[src/rtl/divsqrt_pkg.sv]
package divsqrt_pkg;

  // Operand, result and tag widths
  localparam int unsigned DATA_W = 32;
  localparam int unsigned TAG_W  = 4;

  // Divide makes one quotient bit per cycle and sqrt one root bit per cycle
  localparam int unsigned DIV_CYCLES  = 32;
  localparam int unsigned SQRT_CYCLES = 16;

  // Iteration counter wide enough for DIV_CYCLES
  localparam int unsigned CNT_W = 6;

  typedef enum logic {
    OP_DIV,
    OP_SQRT
  } divsqrt_op_e;

  // Controller states
  typedef enum logic [1:0] {
    ST_IDLE,
    ST_BUSY,
    ST_HOLD
  } divsqrt_state_e;

  // Flags for a zero divisor and for a non-zero final remainder
  typedef struct packed {
    logic div_zero;
    logic inexact;
  } divsqrt_status_t;

endpackage

[src/rtl/divsqrt_op_if.sv]
`timescale 1ns/1ps

// One operation travelling from the input stage to the controller
interface divsqrt_op_if
  import divsqrt_pkg::*;
();

  logic              valid;
  logic              ready;
  divsqrt_op_e       op;
  logic [DATA_W-1:0] opa;
  logic [DATA_W-1:0] opb;
  logic [TAG_W-1:0]  tag;

  modport src (output valid, output op, output opa, output opb, output tag, input ready);

  modport dst (input valid, input op, input opa, input opb, input tag, output ready);

endinterface

[src/rtl/divsqrt_res_if.sv]
`timescale 1ns/1ps

// One finished result travelling from the controller to the output stage
interface divsqrt_res_if
  import divsqrt_pkg::*;
();

  logic              valid;
  logic              ready;
  logic [DATA_W-1:0] result;
  divsqrt_status_t   status;
  logic [TAG_W-1:0]  tag;

  modport src (output valid, output result, output status, output tag, input ready);

  modport dst (input valid, input result, input status, input tag, output ready);

endinterface

[src/rtl/divsqrt_in_stage.sv]
`timescale 1ns/1ps

module divsqrt_in_stage
  import divsqrt_pkg::*;
(
  input  logic              clk_i,
  input  logic              rst_n_i,
  input  logic              flush_i,
  input  logic              in_valid_i,
  output logic              in_ready_o,
  input  divsqrt_op_e       op_i,
  input  logic [DATA_W-1:0] opa_i,
  input  logic [DATA_W-1:0] opb_i,
  input  logic [TAG_W-1:0]  tag_i,
  divsqrt_op_if.src         op
);

  logic              valid_q;
  divsqrt_op_e       op_q;
  logic [DATA_W-1:0] opa_q;
  logic [DATA_W-1:0] opb_q;
  logic [TAG_W-1:0]  tag_q;

  // Room when empty or when the controller takes the current entry
  assign in_ready_o = op.ready | ~valid_q;

  always_ff @(posedge clk_i) begin
    if (!rst_n_i) begin
      valid_q <= 1'b0;
    end else if (flush_i) begin
      valid_q <= 1'b0;
    end else if (in_ready_o) begin
      valid_q <= in_valid_i;
    end
  end

  // Payload only moves on an accepted transfer
  always_ff @(posedge clk_i) begin
    if (in_valid_i && in_ready_o) begin
      op_q  <= op_i;
      opa_q <= opa_i;
      opb_q <= opb_i;
      tag_q <= tag_i;
    end
  end

  assign op.valid = valid_q;
  assign op.op    = op_q;
  assign op.opa   = opa_q;
  assign op.opb   = opb_q;
  assign op.tag   = tag_q;

endmodule

[src/rtl/divsqrt_iter_core.sv]
`timescale 1ns/1ps

module divsqrt_iter_core
  import divsqrt_pkg::*;
(
  input  logic              clk_i,
  input  logic              rst_n_i,
  input  logic              flush_i,
  input  logic              start_i,
  input  divsqrt_op_e       op_i,
  input  logic [DATA_W-1:0] opa_i,
  input  logic [DATA_W-1:0] opb_i,
  output logic              done_o,
  output logic [DATA_W-1:0] result_o,
  output divsqrt_status_t   status_o
);

  logic [CNT_W-1:0]  cnt_q;
  logic              done_q;
  divsqrt_op_e       op_q;
  logic              div_zero_q;
  logic [DATA_W-1:0] rem_q, work_q, quo_q, den_q;

  divsqrt_op_e       op_cur;
  logic [DATA_W-1:0] rem_cur, work_cur, quo_cur, den_cur;
  logic [DATA_W+1:0] rem_sh, trial, diff;
  logic              take;

  // The start cycle already performs the first step on the fresh operands
  always_comb begin
    if (start_i) begin
      op_cur   = op_i;
      rem_cur  = '0;
      work_cur = opa_i;
      quo_cur  = '0;
      den_cur  = opb_i;
    end else begin
      op_cur   = op_q;
      rem_cur  = rem_q;
      work_cur = work_q;
      quo_cur  = quo_q;
      den_cur  = den_q;
    end
  end

  // One restoring step on a subtractor shared by both opcodes
  always_comb begin
    if (op_cur == OP_DIV) begin
      rem_sh = {1'b0, rem_cur, work_cur[DATA_W-1]};
      trial  = {2'b00, den_cur};
    end else begin
      // Shift in two radicand bits and try 4*root + 1
      rem_sh = {rem_cur, work_cur[DATA_W-1 -: 2]};
      trial  = {quo_cur, 2'b01};
    end
    diff = rem_sh - trial;
    take = ~diff[DATA_W+1];
  end

  always_ff @(posedge clk_i) begin
    if (!rst_n_i) begin
      cnt_q  <= '0;
      done_q <= 1'b0;
    end else if (flush_i) begin
      cnt_q  <= '0;
      done_q <= 1'b0;
    end else if (start_i) begin
      cnt_q  <= (op_i == OP_DIV) ? CNT_W'(DIV_CYCLES - 1) : CNT_W'(SQRT_CYCLES - 1);
      done_q <= 1'b0;
    end else if (cnt_q != '0) begin
      cnt_q  <= cnt_q - 1'b1;
      done_q <= (cnt_q == CNT_W'(1));
    end else begin
      done_q <= 1'b0;
    end
  end

  always_ff @(posedge clk_i) begin
    if (start_i) begin
      op_q       <= op_i;
      den_q      <= opb_i;
      div_zero_q <= (op_i == OP_DIV) && (opb_i == '0);
    end
    if (start_i || (cnt_q != '0)) begin
      rem_q  <= take ? diff[DATA_W-1:0] : rem_sh[DATA_W-1:0];
      work_q <= (op_cur == OP_DIV) ? (work_cur << 1) : (work_cur << 2);
      quo_q  <= {quo_cur[DATA_W-2:0], take};
    end
  end

  assign done_o            = done_q;
  assign result_o          = quo_q;
  assign status_o.div_zero = div_zero_q;
  assign status_o.inexact  = |rem_q;

endmodule

[src/rtl/divsqrt_ctrl.sv]
`timescale 1ns/1ps

module divsqrt_ctrl
  import divsqrt_pkg::*;
(
  input  logic              clk_i,
  input  logic              rst_n_i,
  input  logic              flush_i,
  divsqrt_op_if.dst         op,
  divsqrt_res_if.src        res,
  output logic              core_start_o,
  input  logic              core_done_i,
  input  logic [DATA_W-1:0] core_result_i,
  input  divsqrt_status_t   core_status_i,
  output logic              busy_o
);

  divsqrt_state_e   state_q, state_d;
  logic [TAG_W-1:0] tag_q;
  logic             res_taken;

  always_comb begin
    state_d   = state_q;
    op.ready  = 1'b0;
    res.valid = 1'b0;

    case (state_q)
      ST_IDLE: begin
        op.ready = 1'b1;
      end
      ST_BUSY: begin
        res.valid = core_done_i;
      end
      ST_HOLD: begin
        // Core keeps its result until the next start
        res.valid = 1'b1;
      end
      default: begin
        state_d = ST_IDLE;
      end
    endcase

    res_taken = res.valid & res.ready;

    // Back-to-back start once the current result leaves
    if (res_taken) begin
      op.ready = 1'b1;
      state_d  = ST_IDLE;
    end else if (res.valid) begin
      state_d = ST_HOLD;
    end

    if (op.valid && op.ready) begin
      state_d = ST_BUSY;
    end

    if (flush_i) begin
      op.ready  = 1'b0;
      res.valid = 1'b0;
      state_d   = ST_IDLE;
    end
  end

  assign core_start_o = op.valid & op.ready;

  always_ff @(posedge clk_i) begin
    if (!rst_n_i) begin
      state_q <= ST_IDLE;
    end else begin
      state_q <= state_d;
    end
  end

  always_ff @(posedge clk_i) begin
    if (core_start_o) begin
      tag_q <= op.tag;
    end
  end

  assign res.result = core_result_i;
  assign res.status = core_status_i;
  assign res.tag    = tag_q;

  assign busy_o = (state_q != ST_IDLE);

endmodule

[src/rtl/divsqrt_out_stage.sv]
`timescale 1ns/1ps

module divsqrt_out_stage
  import divsqrt_pkg::*;
(
  input  logic              clk_i,
  input  logic              rst_n_i,
  input  logic              flush_i,
  divsqrt_res_if.dst        res,
  output logic              out_valid_o,
  input  logic              out_ready_i,
  output logic [DATA_W-1:0] result_o,
  output divsqrt_status_t   status_o,
  output logic [TAG_W-1:0]  tag_o
);

  logic              valid_q;
  logic [DATA_W-1:0] result_q;
  divsqrt_status_t   status_q;
  logic [TAG_W-1:0]  tag_q;

  assign res.ready = out_ready_i | ~valid_q;

  always_ff @(posedge clk_i) begin
    if (!rst_n_i) begin
      valid_q <= 1'b0;
    end else if (flush_i) begin
      valid_q <= 1'b0;
    end else if (res.ready) begin
      valid_q <= res.valid;
    end
  end

  // Held steady while the consumer stalls
  always_ff @(posedge clk_i) begin
    if (res.valid && res.ready) begin
      result_q <= res.result;
      status_q <= res.status;
      tag_q    <= res.tag;
    end
  end

  assign out_valid_o = valid_q;
  assign result_o    = result_q;
  assign status_o    = status_q;
  assign tag_o       = tag_q;

endmodule

[src/rtl/divsqrt_top.sv]
`timescale 1ns/1ps

module divsqrt_top
  import divsqrt_pkg::*;
(
  input  logic              clk_i,
  input  logic              rst_n_i,
  input  logic              flush_i,
  input  logic              in_valid_i,
  output logic              in_ready_o,
  input  divsqrt_op_e       op_i,
  input  logic [DATA_W-1:0] opa_i,
  input  logic [DATA_W-1:0] opb_i,
  input  logic [TAG_W-1:0]  tag_i,
  output logic              out_valid_o,
  input  logic              out_ready_i,
  output logic [DATA_W-1:0] result_o,
  output divsqrt_status_t   status_o,
  output logic [TAG_W-1:0]  tag_o,
  output logic              busy_o
);

  logic              core_start;
  logic              core_done;
  logic [DATA_W-1:0] core_result;
  divsqrt_status_t   core_status;
  logic              ctrl_busy;

  divsqrt_op_if  op_if ();
  divsqrt_res_if res_if ();

  divsqrt_in_stage u_in_stage (
    .clk_i      (clk_i),
    .rst_n_i    (rst_n_i),
    .flush_i    (flush_i),
    .in_valid_i (in_valid_i),
    .in_ready_o (in_ready_o),
    .op_i       (op_i),
    .opa_i      (opa_i),
    .opb_i      (opb_i),
    .tag_i      (tag_i),
    .op         (op_if.src)
  );

  divsqrt_ctrl u_ctrl (
    .clk_i         (clk_i),
    .rst_n_i       (rst_n_i),
    .flush_i       (flush_i),
    .op            (op_if.dst),
    .res           (res_if.src),
    .core_start_o  (core_start),
    .core_done_i   (core_done),
    .core_result_i (core_result),
    .core_status_i (core_status),
    .busy_o        (ctrl_busy)
  );

  // Core operands come straight from the input stage register
  divsqrt_iter_core u_core (
    .clk_i    (clk_i),
    .rst_n_i  (rst_n_i),
    .flush_i  (flush_i),
    .start_i  (core_start),
    .op_i     (op_if.op),
    .opa_i    (op_if.opa),
    .opb_i    (op_if.opb),
    .done_o   (core_done),
    .result_o (core_result),
    .status_o (core_status)
  );

  divsqrt_out_stage u_out_stage (
    .clk_i       (clk_i),
    .rst_n_i     (rst_n_i),
    .flush_i     (flush_i),
    .res         (res_if.dst),
    .out_valid_o (out_valid_o),
    .out_ready_i (out_ready_i),
    .result_o    (result_o),
    .status_o    (status_o),
    .tag_o       (tag_o)
  );

  // Anything in flight anywhere keeps the unit busy
  assign busy_o = op_if.valid | ctrl_busy | out_valid_o;

endmodule

[config.mk]
export PLATFORM = sky130hd
export DESIGN_NAME = divsqrt_top
export DESIGN_NICKNAME = d
export VERILOG_FILES = /design/src/rtl/divsqrt_pkg.sv /design/src/rtl/divsqrt_op_if.sv /design/src/rtl/divsqrt_res_if.sv /design/src/rtl/divsqrt_in_stage.sv /design/src/rtl/divsqrt_iter_core.sv /design/src/rtl/divsqrt_ctrl.sv /design/src/rtl/divsqrt_out_stage.sv /design/src/rtl/divsqrt_top.sv
export SDC_FILE = /design/constraint.sdc
export NUM_CORES = 1
export LEC_CHECK = 0
export BUFFER_PORTS_ARGS = -buffer_cell sky130_fd_sc_hd__buf_2
export CAP_MARGIN = 10
export CORE_UTILIZATION = 35
export DETAILED_ROUTE_END_ITERATION = 10
export GPL_TIMING_DRIVEN = 0
export PLACE_DENSITY_LB_ADDON = 0.3
export RECOVER_POWER = 25
export REMOVE_ABC_BUFFERS = 1
export SYNTH_ARGS = -nofsm -noshare
export SYNTH_HDL_FRONTEND = slang
export SYNTH_SLANG_ARGS = --single-unit
export TNS_END_PERCENT = 30
[constraint.sdc]
create_clock -name clk_i -period 5.2 [get_ports clk_i]
set_clock_uncertainty 0.15 [all_clocks]
set_input_delay 0.52 -clock clk_i [delete_from_list [all_inputs] [get_ports clk_i]]
set_output_delay 0.52 -clock clk_i [all_outputs]
set_load 0.005 [all_outputs]
==> impl_metrics.ini, run 1 <==
[status]
outcome = complete, no violations

[critical_path]
timing.critical_path.from_type = register
worstPathRequired_ns = 5.33
r2r-start = u_ctrl.state_q[1]$_SDFFE_PP0P_
r2r-end = u_core.rem_q[17]$_DFFE_PP_
worst-path-max-fanout = 12
critPathKind = register to register
reg2reg_setup_slack_ns = 0.16
arrival_time_at_the_worst_endpoint_ns = 5.16
worstRegToRegCells = 21
setup.worst_path.end_class = register

[yosys]
synthDominantCellAreaShare = 0.507
synth_cell_types = 67
asyncSetResetFlopFracSynth = 0
postSynthAreaPerCell_um2 = 12.2
synth.cells.most_frequent = sky130_fd_sc_hd__edfxtp_1, sky130_fd_sc_hd__nand2_1, sky130_fd_sc_hd__a21oi_1
library_cell_with_the_highest_instance_count_after_synthesis = sky130_fd_sc_hd__edfxtp_1
yosysSeqAreaShare = 0.579
yosysWarnings = 0
summed_instance_area_of_the_synthesized_netlist_um2 = 12300
synth-seq-cells = 251
prevailing_post_synth_register_cell = sky130_fd_sc_hd__edfxtp_1
yosys-top-cells-area = sky130_fd_sc_hd__edfxtp_1, sky130_fd_sc_hd__dfxtp_1, sky130_fd_sc_hd__mux2i_1, sky130_fd_sc_hd__nand2_1, sky130_fd_sc_hd__ha_1
cell_count_after_synthesis = 1006
synth-edff-count = 207
netlist.top_cell.by_area = sky130_fd_sc_hd__edfxtp_1

[place]
post-dp-hpwl_um = 17600
buffer_ports.inserted = 114
place_congestion = 0.861

[clocking]
ctsHtreeMaxLevel = 1
cts.sinks = 251
clock_path_buffers = 3
clkTransAtPathRegs_ns = 0.06
cts_tree = done
clock_tree.root_cell = sky130_fd_sc_hd__clkbuf_16
cts_buffers = 26
insertion_delay_ns = 0.54

[pwr]
power.share.clock = 0.164
fin_total_pwr_uw = 10700
p_int_uw = 6870
power.sequential.fraction = 0.337
cellLeakagePower_uw = 0.00575
swShare = 0.359
combinationalPowerShare = 0.499
power_density_nw_per_um2 = 710
net-switching-power_uw = 3840
max-vdd-ir-drop_mv = 0.398

[final_layout]
n_antenna_cell = 0
fin_util = 0.437
final_layout_size_suffix_gt1_frac = 0.206
synthToLayoutAreaGrowth_pct = 23.0
nets = 1296

[grt]
grt_util_all_layers = 0.151
first_global_vias = 8185
grt_pass1_wl_um = 43200
largest_net_degree_at_the_start_of_global_routing = 70
grt_antenna_before_repair = 0
grt.overflow.total = 0

[sta]
period_minus_slack_ns = 5.04
fmax_ghz = 0.199
layout_worst_path_cycle_share = 0.968
max-slew-margin-rel = 0.378
fin_setup_tns_ns = 0
drv_slew = 0
worst_slew_pin_slew_ns = 0.933
setup_viol = 0
final_hold_slack_ns = 0.0134
report.final.hold_viol_count = 0

[routing]
final_antenna_net_count = 0
dr_total_vias = 8210
detail_route.wl_per_cell_um = 16.7
detail_route.drc_violations = 0
drt-vias-per-instance = 4.95
wl_um = 27600
dr.pass1.iters = 4
dr.first_iter.drc_count = 418

[floorplan]
row_count = 68
fp.coreArea_um2 = 34500
die_area_um2 = 35800
fp.dieH_um = 189
start_util = 0.355
die_w_um = 189
num_io_pins = 115

[flow_run]
drv_cap = 0

[min_path]
holdCritPathClass = input pin to register
worst_hold_path.endpoint = u_in_stage.op.opb[28]$_DFFE_PP_
worstHoldPathCells = 1
holdCritStartpoint = opb_i[28]
## power by group through the flow
| stage | Combinational, uW | Clock [uW] | Sequential [uW] |
|---|---|---|---|
| after floorplan | 3860 | 0 | 3540 |
| after detailed placement | 4940 | 0 | 3650 |
| final | 5350 | 1760 | 3610 |
| after CTS | 5050 | 1810 | 3610 |
| after global routing | 5850 | 1890 | 3680 |
| after global placement | 4560 | 0 | 3610 |
## timing repair
action / 4_1_cts / 5_1_grt
hold buffers: 46 / 1
gates cloned: 3 / 4
buffers inserted: 8 / 18
setup endpoints to repair: 33 / 31
gates resized for setup: 10 / 18
pin swaps: 8 / 13
endpoints found under the hold margin: 46 / 1
## layout by cell type (no fill, tap or decap), types with 17 or more instances in the layout
cell                            Yosys  layout
sky130_fd_sc_hd__edfxtp_1         207     207
sky130_fd_sc_hd__nand2_1          131     130
sky130_fd_sc_hd__buf_2              0      99
sky130_fd_sc_hd__a21oi_1           67      65
sky130_fd_sc_hd__mux2i_1           65      64
sky130_fd_sc_hd__nor2_1            53      53
sky130_fd_sc_hd__dlygate4sd3_1      0      47
sky130_fd_sc_hd__dfxtp_1           44      42
sky130_fd_sc_hd__nor2b_1           35      34
sky130_fd_sc_hd__and2_1            34      33
sky130_fd_sc_hd__ha_1              39      32
sky130_fd_sc_hd__a22oi_1           30      30
sky130_fd_sc_hd__a211oi_1          30      30
sky130_fd_sc_hd__clkbuf_16          0      30
sky130_fd_sc_hd__clkbuf_1          40      29
sky130_fd_sc_hd__mux2_4            28      28
sky130_fd_sc_hd__o21ai_0           25      23
sky130_fd_sc_hd__buf_4              4      21
sky130_fd_sc_hd__xnor2_1           20      20
sky130_fd_sc_hd__nor4_1            17      17
## kinds of logic after synthesis
logic type      Yosys count  synth area share
flops                   251             0.579
mux                      98            0.0919
fa+ha+maj                40            0.0414
simple gates            320             0.126
buf+inv                  69            0.0293
xor+xnor                 34            0.0249
compound gates          194             0.108
## flip-flops by register name, summed over array words and instances (netlist names)
name	flops
u_in_stage.op.op	1
u_ctrl.res.tag	4
u_out_stage.out_valid_o	1
u_core.rem_q	32
u_ctrl.state_q	2
u_in_stage.op.tag	4
u_in_stage.op.opa	32
u_out_stage.status_o	2
u_core.done_o	1
u_core.cnt_q	6
u_in_stage.op.opb	32
u_core.den_q	32
u_in_stage.op.valid	1
u_core.work_q	31
u_out_stage.result_o	32
u_core.op_q	1
u_out_stage.tag_o	4
u_core.div_zero_q	1
u_core.result_o	32
## worst max-delay path, cell delays in order (launching register included)
cell and delay (ns):
sky130_fd_sc_hd__dfxtp_1 0.36, sky130_fd_sc_hd__inv_1 0.09, sky130_fd_sc_hd__ha_1 0.18, sky130_fd_sc_hd__a21o_1 0.17
sky130_fd_sc_hd__and3_4 0.19, sky130_fd_sc_hd__o21ai_4 0.14, sky130_fd_sc_hd__or2_4 0.21, sky130_fd_sc_hd__mux2i_4 0.32
sky130_fd_sc_hd__buf_6 0.15, sky130_fd_sc_hd__buf_12 0.12, sky130_fd_sc_hd__a22oi_1 0.09, sky130_fd_sc_hd__ha_2 0.47
sky130_fd_sc_hd__and4_4 0.25, sky130_fd_sc_hd__and3_4 0.20, sky130_fd_sc_hd__a21oi_4 0.07, sky130_fd_sc_hd__o31ai_4 0.26
sky130_fd_sc_hd__a31oi_4 0.17, sky130_fd_sc_hd__o31ai_4 0.34, sky130_fd_sc_hd__xor2_4 0.21, sky130_fd_sc_hd__buf_12 0.15
sky130_fd_sc_hd__buf_16 0.15, sky130_fd_sc_hd__mux2_4 0.30
## metrics by stage
step,setup WS (ns),std cells,area [um2]
after floorplan,-3.43,950,12000
after global placement,-7.59,1519,13100
after detailed placement,-1.06,1529,13400
after CTS,0.000876,1634,14800
after global routing,-0.0210,1657,15100
final,0.164,1657,15100
## cell type report
| cell class | instances | area (um2) |
|---|---|---|
| inverter | 13 | 65.1 |
| tap | 455 | 569 |
| clock buffer | 45 | 772 |
| clock inverter | 3 | 26.3 |
| timing repair buffer | 202 | 1620 |
| multi-input combinational | 688 | 4940 |
| fill | 3224 | 19500 |
| sequential | 251 | 7100 |
## layer usage
layer	global-route usage	vias up	wire (um)	share of wire
met5	0	-	0	0
met2	0.259	169	13300	0.48
li1	-	4084	-	-
met1	0.201	3919	12700	0.46
met3	0.0176	38	950	0.034
met4	0.0409	0	607	0.022
## worst max path at each step
| stage | start | endpoint | depth (start not counted) |
|---|---|---|---|
| floorplan | u_core.op_q$_DFF_P_ | u_core.rem_q[1]$_DFFE_PP_ | 12 |
| global placement | u_core.op_q$_DFF_P_ | u_core.rem_q[2]$_DFFE_PP_ | 12 |
| detailed placement | out_ready_i | u_core.rem_q[11]$_DFFE_PP_ | 20 |
| CTS | u_ctrl.state_q[1]$_SDFFE_PP0P_ | u_core.rem_q[17]$_DFFE_PP_ | 21 |
| global route | u_ctrl.state_q[1]$_SDFFE_PP0P_ | u_core.rem_q[18]$_DFFE_PP_ | 21 |
| finish | u_ctrl.state_q[1]$_SDFFE_PP0P_ | u_core.rem_q[17]$_DFFE_PP_ | 21 |
(Power assumes the default switching activity.)
==> run 2: changes to the inputs <==
==> constraint.sdc (replaced) <==
create_clock -name clk_i -period 5.2 [get_ports clk_i]
set_clock_uncertainty 0.15 [all_clocks]
set_input_delay 0.26 -clock clk_i [delete_from_list [all_inputs] [get_ports clk_i]]
set_output_delay 0.26 -clock clk_i [all_outputs]
set_load 0.005 [all_outputs]
==> run 2 against run 1 <==
Net effect:
- routed wire length grew 2.4%
- sequential share of layout area shrank 0.81 points
- utilization grew 0.78 points
- combinational power grew 2%
- first-iteration DRC count grew 3.1%
- die area is the same
- sequential power is essentially flat
- critical path depth shrank 1
- sequential cell count is the same
- clock-buffer cell count is the same
- register-to-register slack lost 0.04 ns
- largest cell class unchanged
- highest routed layer unchanged
==> impl_metrics.ini, run 2 (synthesized netlist as in run 1, its figures left out) <==
[status]
outcome = complete, no violations

[place]
post-dp-hpwl_um = 17600
placed_cells_incl_taps = 1529
buffer_ports.inserted = 114
post_dp_cell_area_um2 = 13400
place_congestion = 0.861

[routing]
dr_total_vias = 8355
final_antenna_net_count = 0
dr.first_iter.drc_count = 431
detail_route.wl_per_cell_um = 16.8
detail_route.drc_violations = 0
drt-vias-per-instance = 4.97
dr.pass1.iters = 5
wl_um = 28300

[floorplan]
die_w_um = 189
fp.coreArea_um2 = 34500
start_util = 0.355
row_count = 68
die_area_um2 = 35800
fp.dieH_um = 189
num_io_pins = 115

[grt]
first_global_vias = 8395
grt_antenna_before_repair = 0
largest_net_degree_at_the_start_of_global_routing = 70
grt_util_all_layers = 0.154
gr-usage-met3 = 0.0180
met2_usage = 0.268
grt_busiest_layer = met2
grt.overflow.total = 0
grt_use_met1 = 0.202
grt_pass1_wl_um = 44200

[critical_path]
worstPathRequired_ns = 5.35
worst-path-max-fanout = 8
arrival_time_at_the_worst_endpoint_ns = 5.22
timing.critical_path.from_type = register
setup.worst_path.end_class = register
critPathKind = register to register

[sta]
fin_setup_tns_ns = 0
final_hold_slack_ns = 0.0976
setup_viol = 0
period_minus_slack_ns = 5.07
max-slew-margin-rel = 0.388
worst_slew_pin_slew_ns = 0.918
fmax_ghz = 0.197
report.final.hold_viol_count = 0
layout_worst_path_cycle_share = 0.975
drv_slew = 0

[final_layout]
n_antenna_cell = 0
synthToLayoutAreaGrowth_pct = 25.2
post_layout_nonfiller_instances = 1681
nets = 1320
layout.cell_area.non_filler_um2 = 15400
final_layout_size_suffix_gt1_frac = 0.209
most_common_cell_after_layout_fill_and_taps_aside = sky130_fd_sc_hd__edfxtp_1
layout_common_cells = sky130_fd_sc_hd__edfxtp_1, sky130_fd_sc_hd__nand2_1, sky130_fd_sc_hd__buf_2

[flow_run]
drv_cap = 0

[clocking]
clock_path_buffers = 3
cts.sinks = 251
clock_tree.root_cell = sky130_fd_sc_hd__clkbuf_16
insertion_delay_ns = 0.54
cts_tree = done
ctsHtreeMaxLevel = 1
cts_buffers = 26
clkTransAtPathRegs_ns = 0.06

[pwr]
power_density_nw_per_um2 = 704
cellLeakagePower_uw = 0.00587
max-vdd-ir-drop_mv = 0.390

[min_path]
holdCritPathClass = input pin to register
==> run 2: worst paths after layout <==
check | start | to | slack [ns] | cells after the start
setup / recovery | u_ctrl.state_q[0]$_SDFFE_PP0P_ | u_core.rem_q[1]$_DFFE_PP_ | 0.13 | 20
hold reg to reg | u_ctrl.res.tag[1]$_DFFE_PP_ | u_out_stage.tag_o[1]$_DFFE_PP_ | 0.27 | 0
setup reg to reg | u_ctrl.state_q[0]$_SDFFE_PP0P_ | u_core.rem_q[1]$_DFFE_PP_ | 0.13 | 20
hold / removal | flush_i | u_out_stage.result_o[0]$_DFFE_PP_ | 0.1 | 2
==> run 2: stage by stage <==
step,utilization,setup WS [ns],power [uW]
floorplan,-,-3.43,7400
global placement,0.379,-7.59,8170
detailed placement,0.387,-1.04,8590
CTS,0.435,0.000876,10500
global route,0.445,-0.0352,11500
finish,0.445,0.127,10800
==> run 2: cell type report <==
class	count	area [um2]
Clock inverter	3	26.3
Tap cell	455	569
Inverter	13	65.1
Multi-Input combinational cell	688	4950
Timing Repair Buffer	226	1870
Sequential cell	251	7100
Clock buffer	45	772
Fill cell	3194	19200
==> run 2: metal layers <==
layer,vias to the layer above,share of wire
met5,-,0
met1,4013,0.45
met3,41,0.033
met2,172,0.49
met4,0,0.027
li1,4129,-
==> run 2: where the power goes <==
part,internal (uW),switching [uW],leakage [uW]
sequential,3250,352,0.00235
combinational,2680,2770,0.00313
clock,1000,761,0.000388
==> run 2: repair_timing <==
item / CTS / global route
gates resized for setup: 10 / 22
buffers inserted: 8 / 17
setup endpoints to repair: 33 / 31
endpoints found under the hold margin: 71 / 0
pin swaps: 8 / 14
hold buffers: 71 / 0
cloned: 3 / 5
==> run 2: critical path: stages, from the launching register on <==
cell                        delay (ns)
sky130_fd_sc_hd__dfxtp_2          0.35
sky130_fd_sc_hd__inv_2            0.06
sky130_fd_sc_hd__ha_1             0.19
sky130_fd_sc_hd__a21o_1           0.17
sky130_fd_sc_hd__and3_4           0.19
sky130_fd_sc_hd__o21ai_4          0.15
sky130_fd_sc_hd__or2_4            0.21
sky130_fd_sc_hd__mux2i_4          0.45
sky130_fd_sc_hd__clkbuf_16        0.25
sky130_fd_sc_hd__a22oi_1          0.09
sky130_fd_sc_hd__ha_2             0.43
sky130_fd_sc_hd__and4_4           0.24
sky130_fd_sc_hd__and3_4           0.20
sky130_fd_sc_hd__a21oi_4          0.07
sky130_fd_sc_hd__o31ai_4          0.26
sky130_fd_sc_hd__a31oi_4          0.17
sky130_fd_sc_hd__o31ai_4          0.34
sky130_fd_sc_hd__xor2_4           0.21
sky130_fd_sc_hd__buf_12           0.16
sky130_fd_sc_hd__buf_12           0.13
sky130_fd_sc_hd__mux2_2           0.33
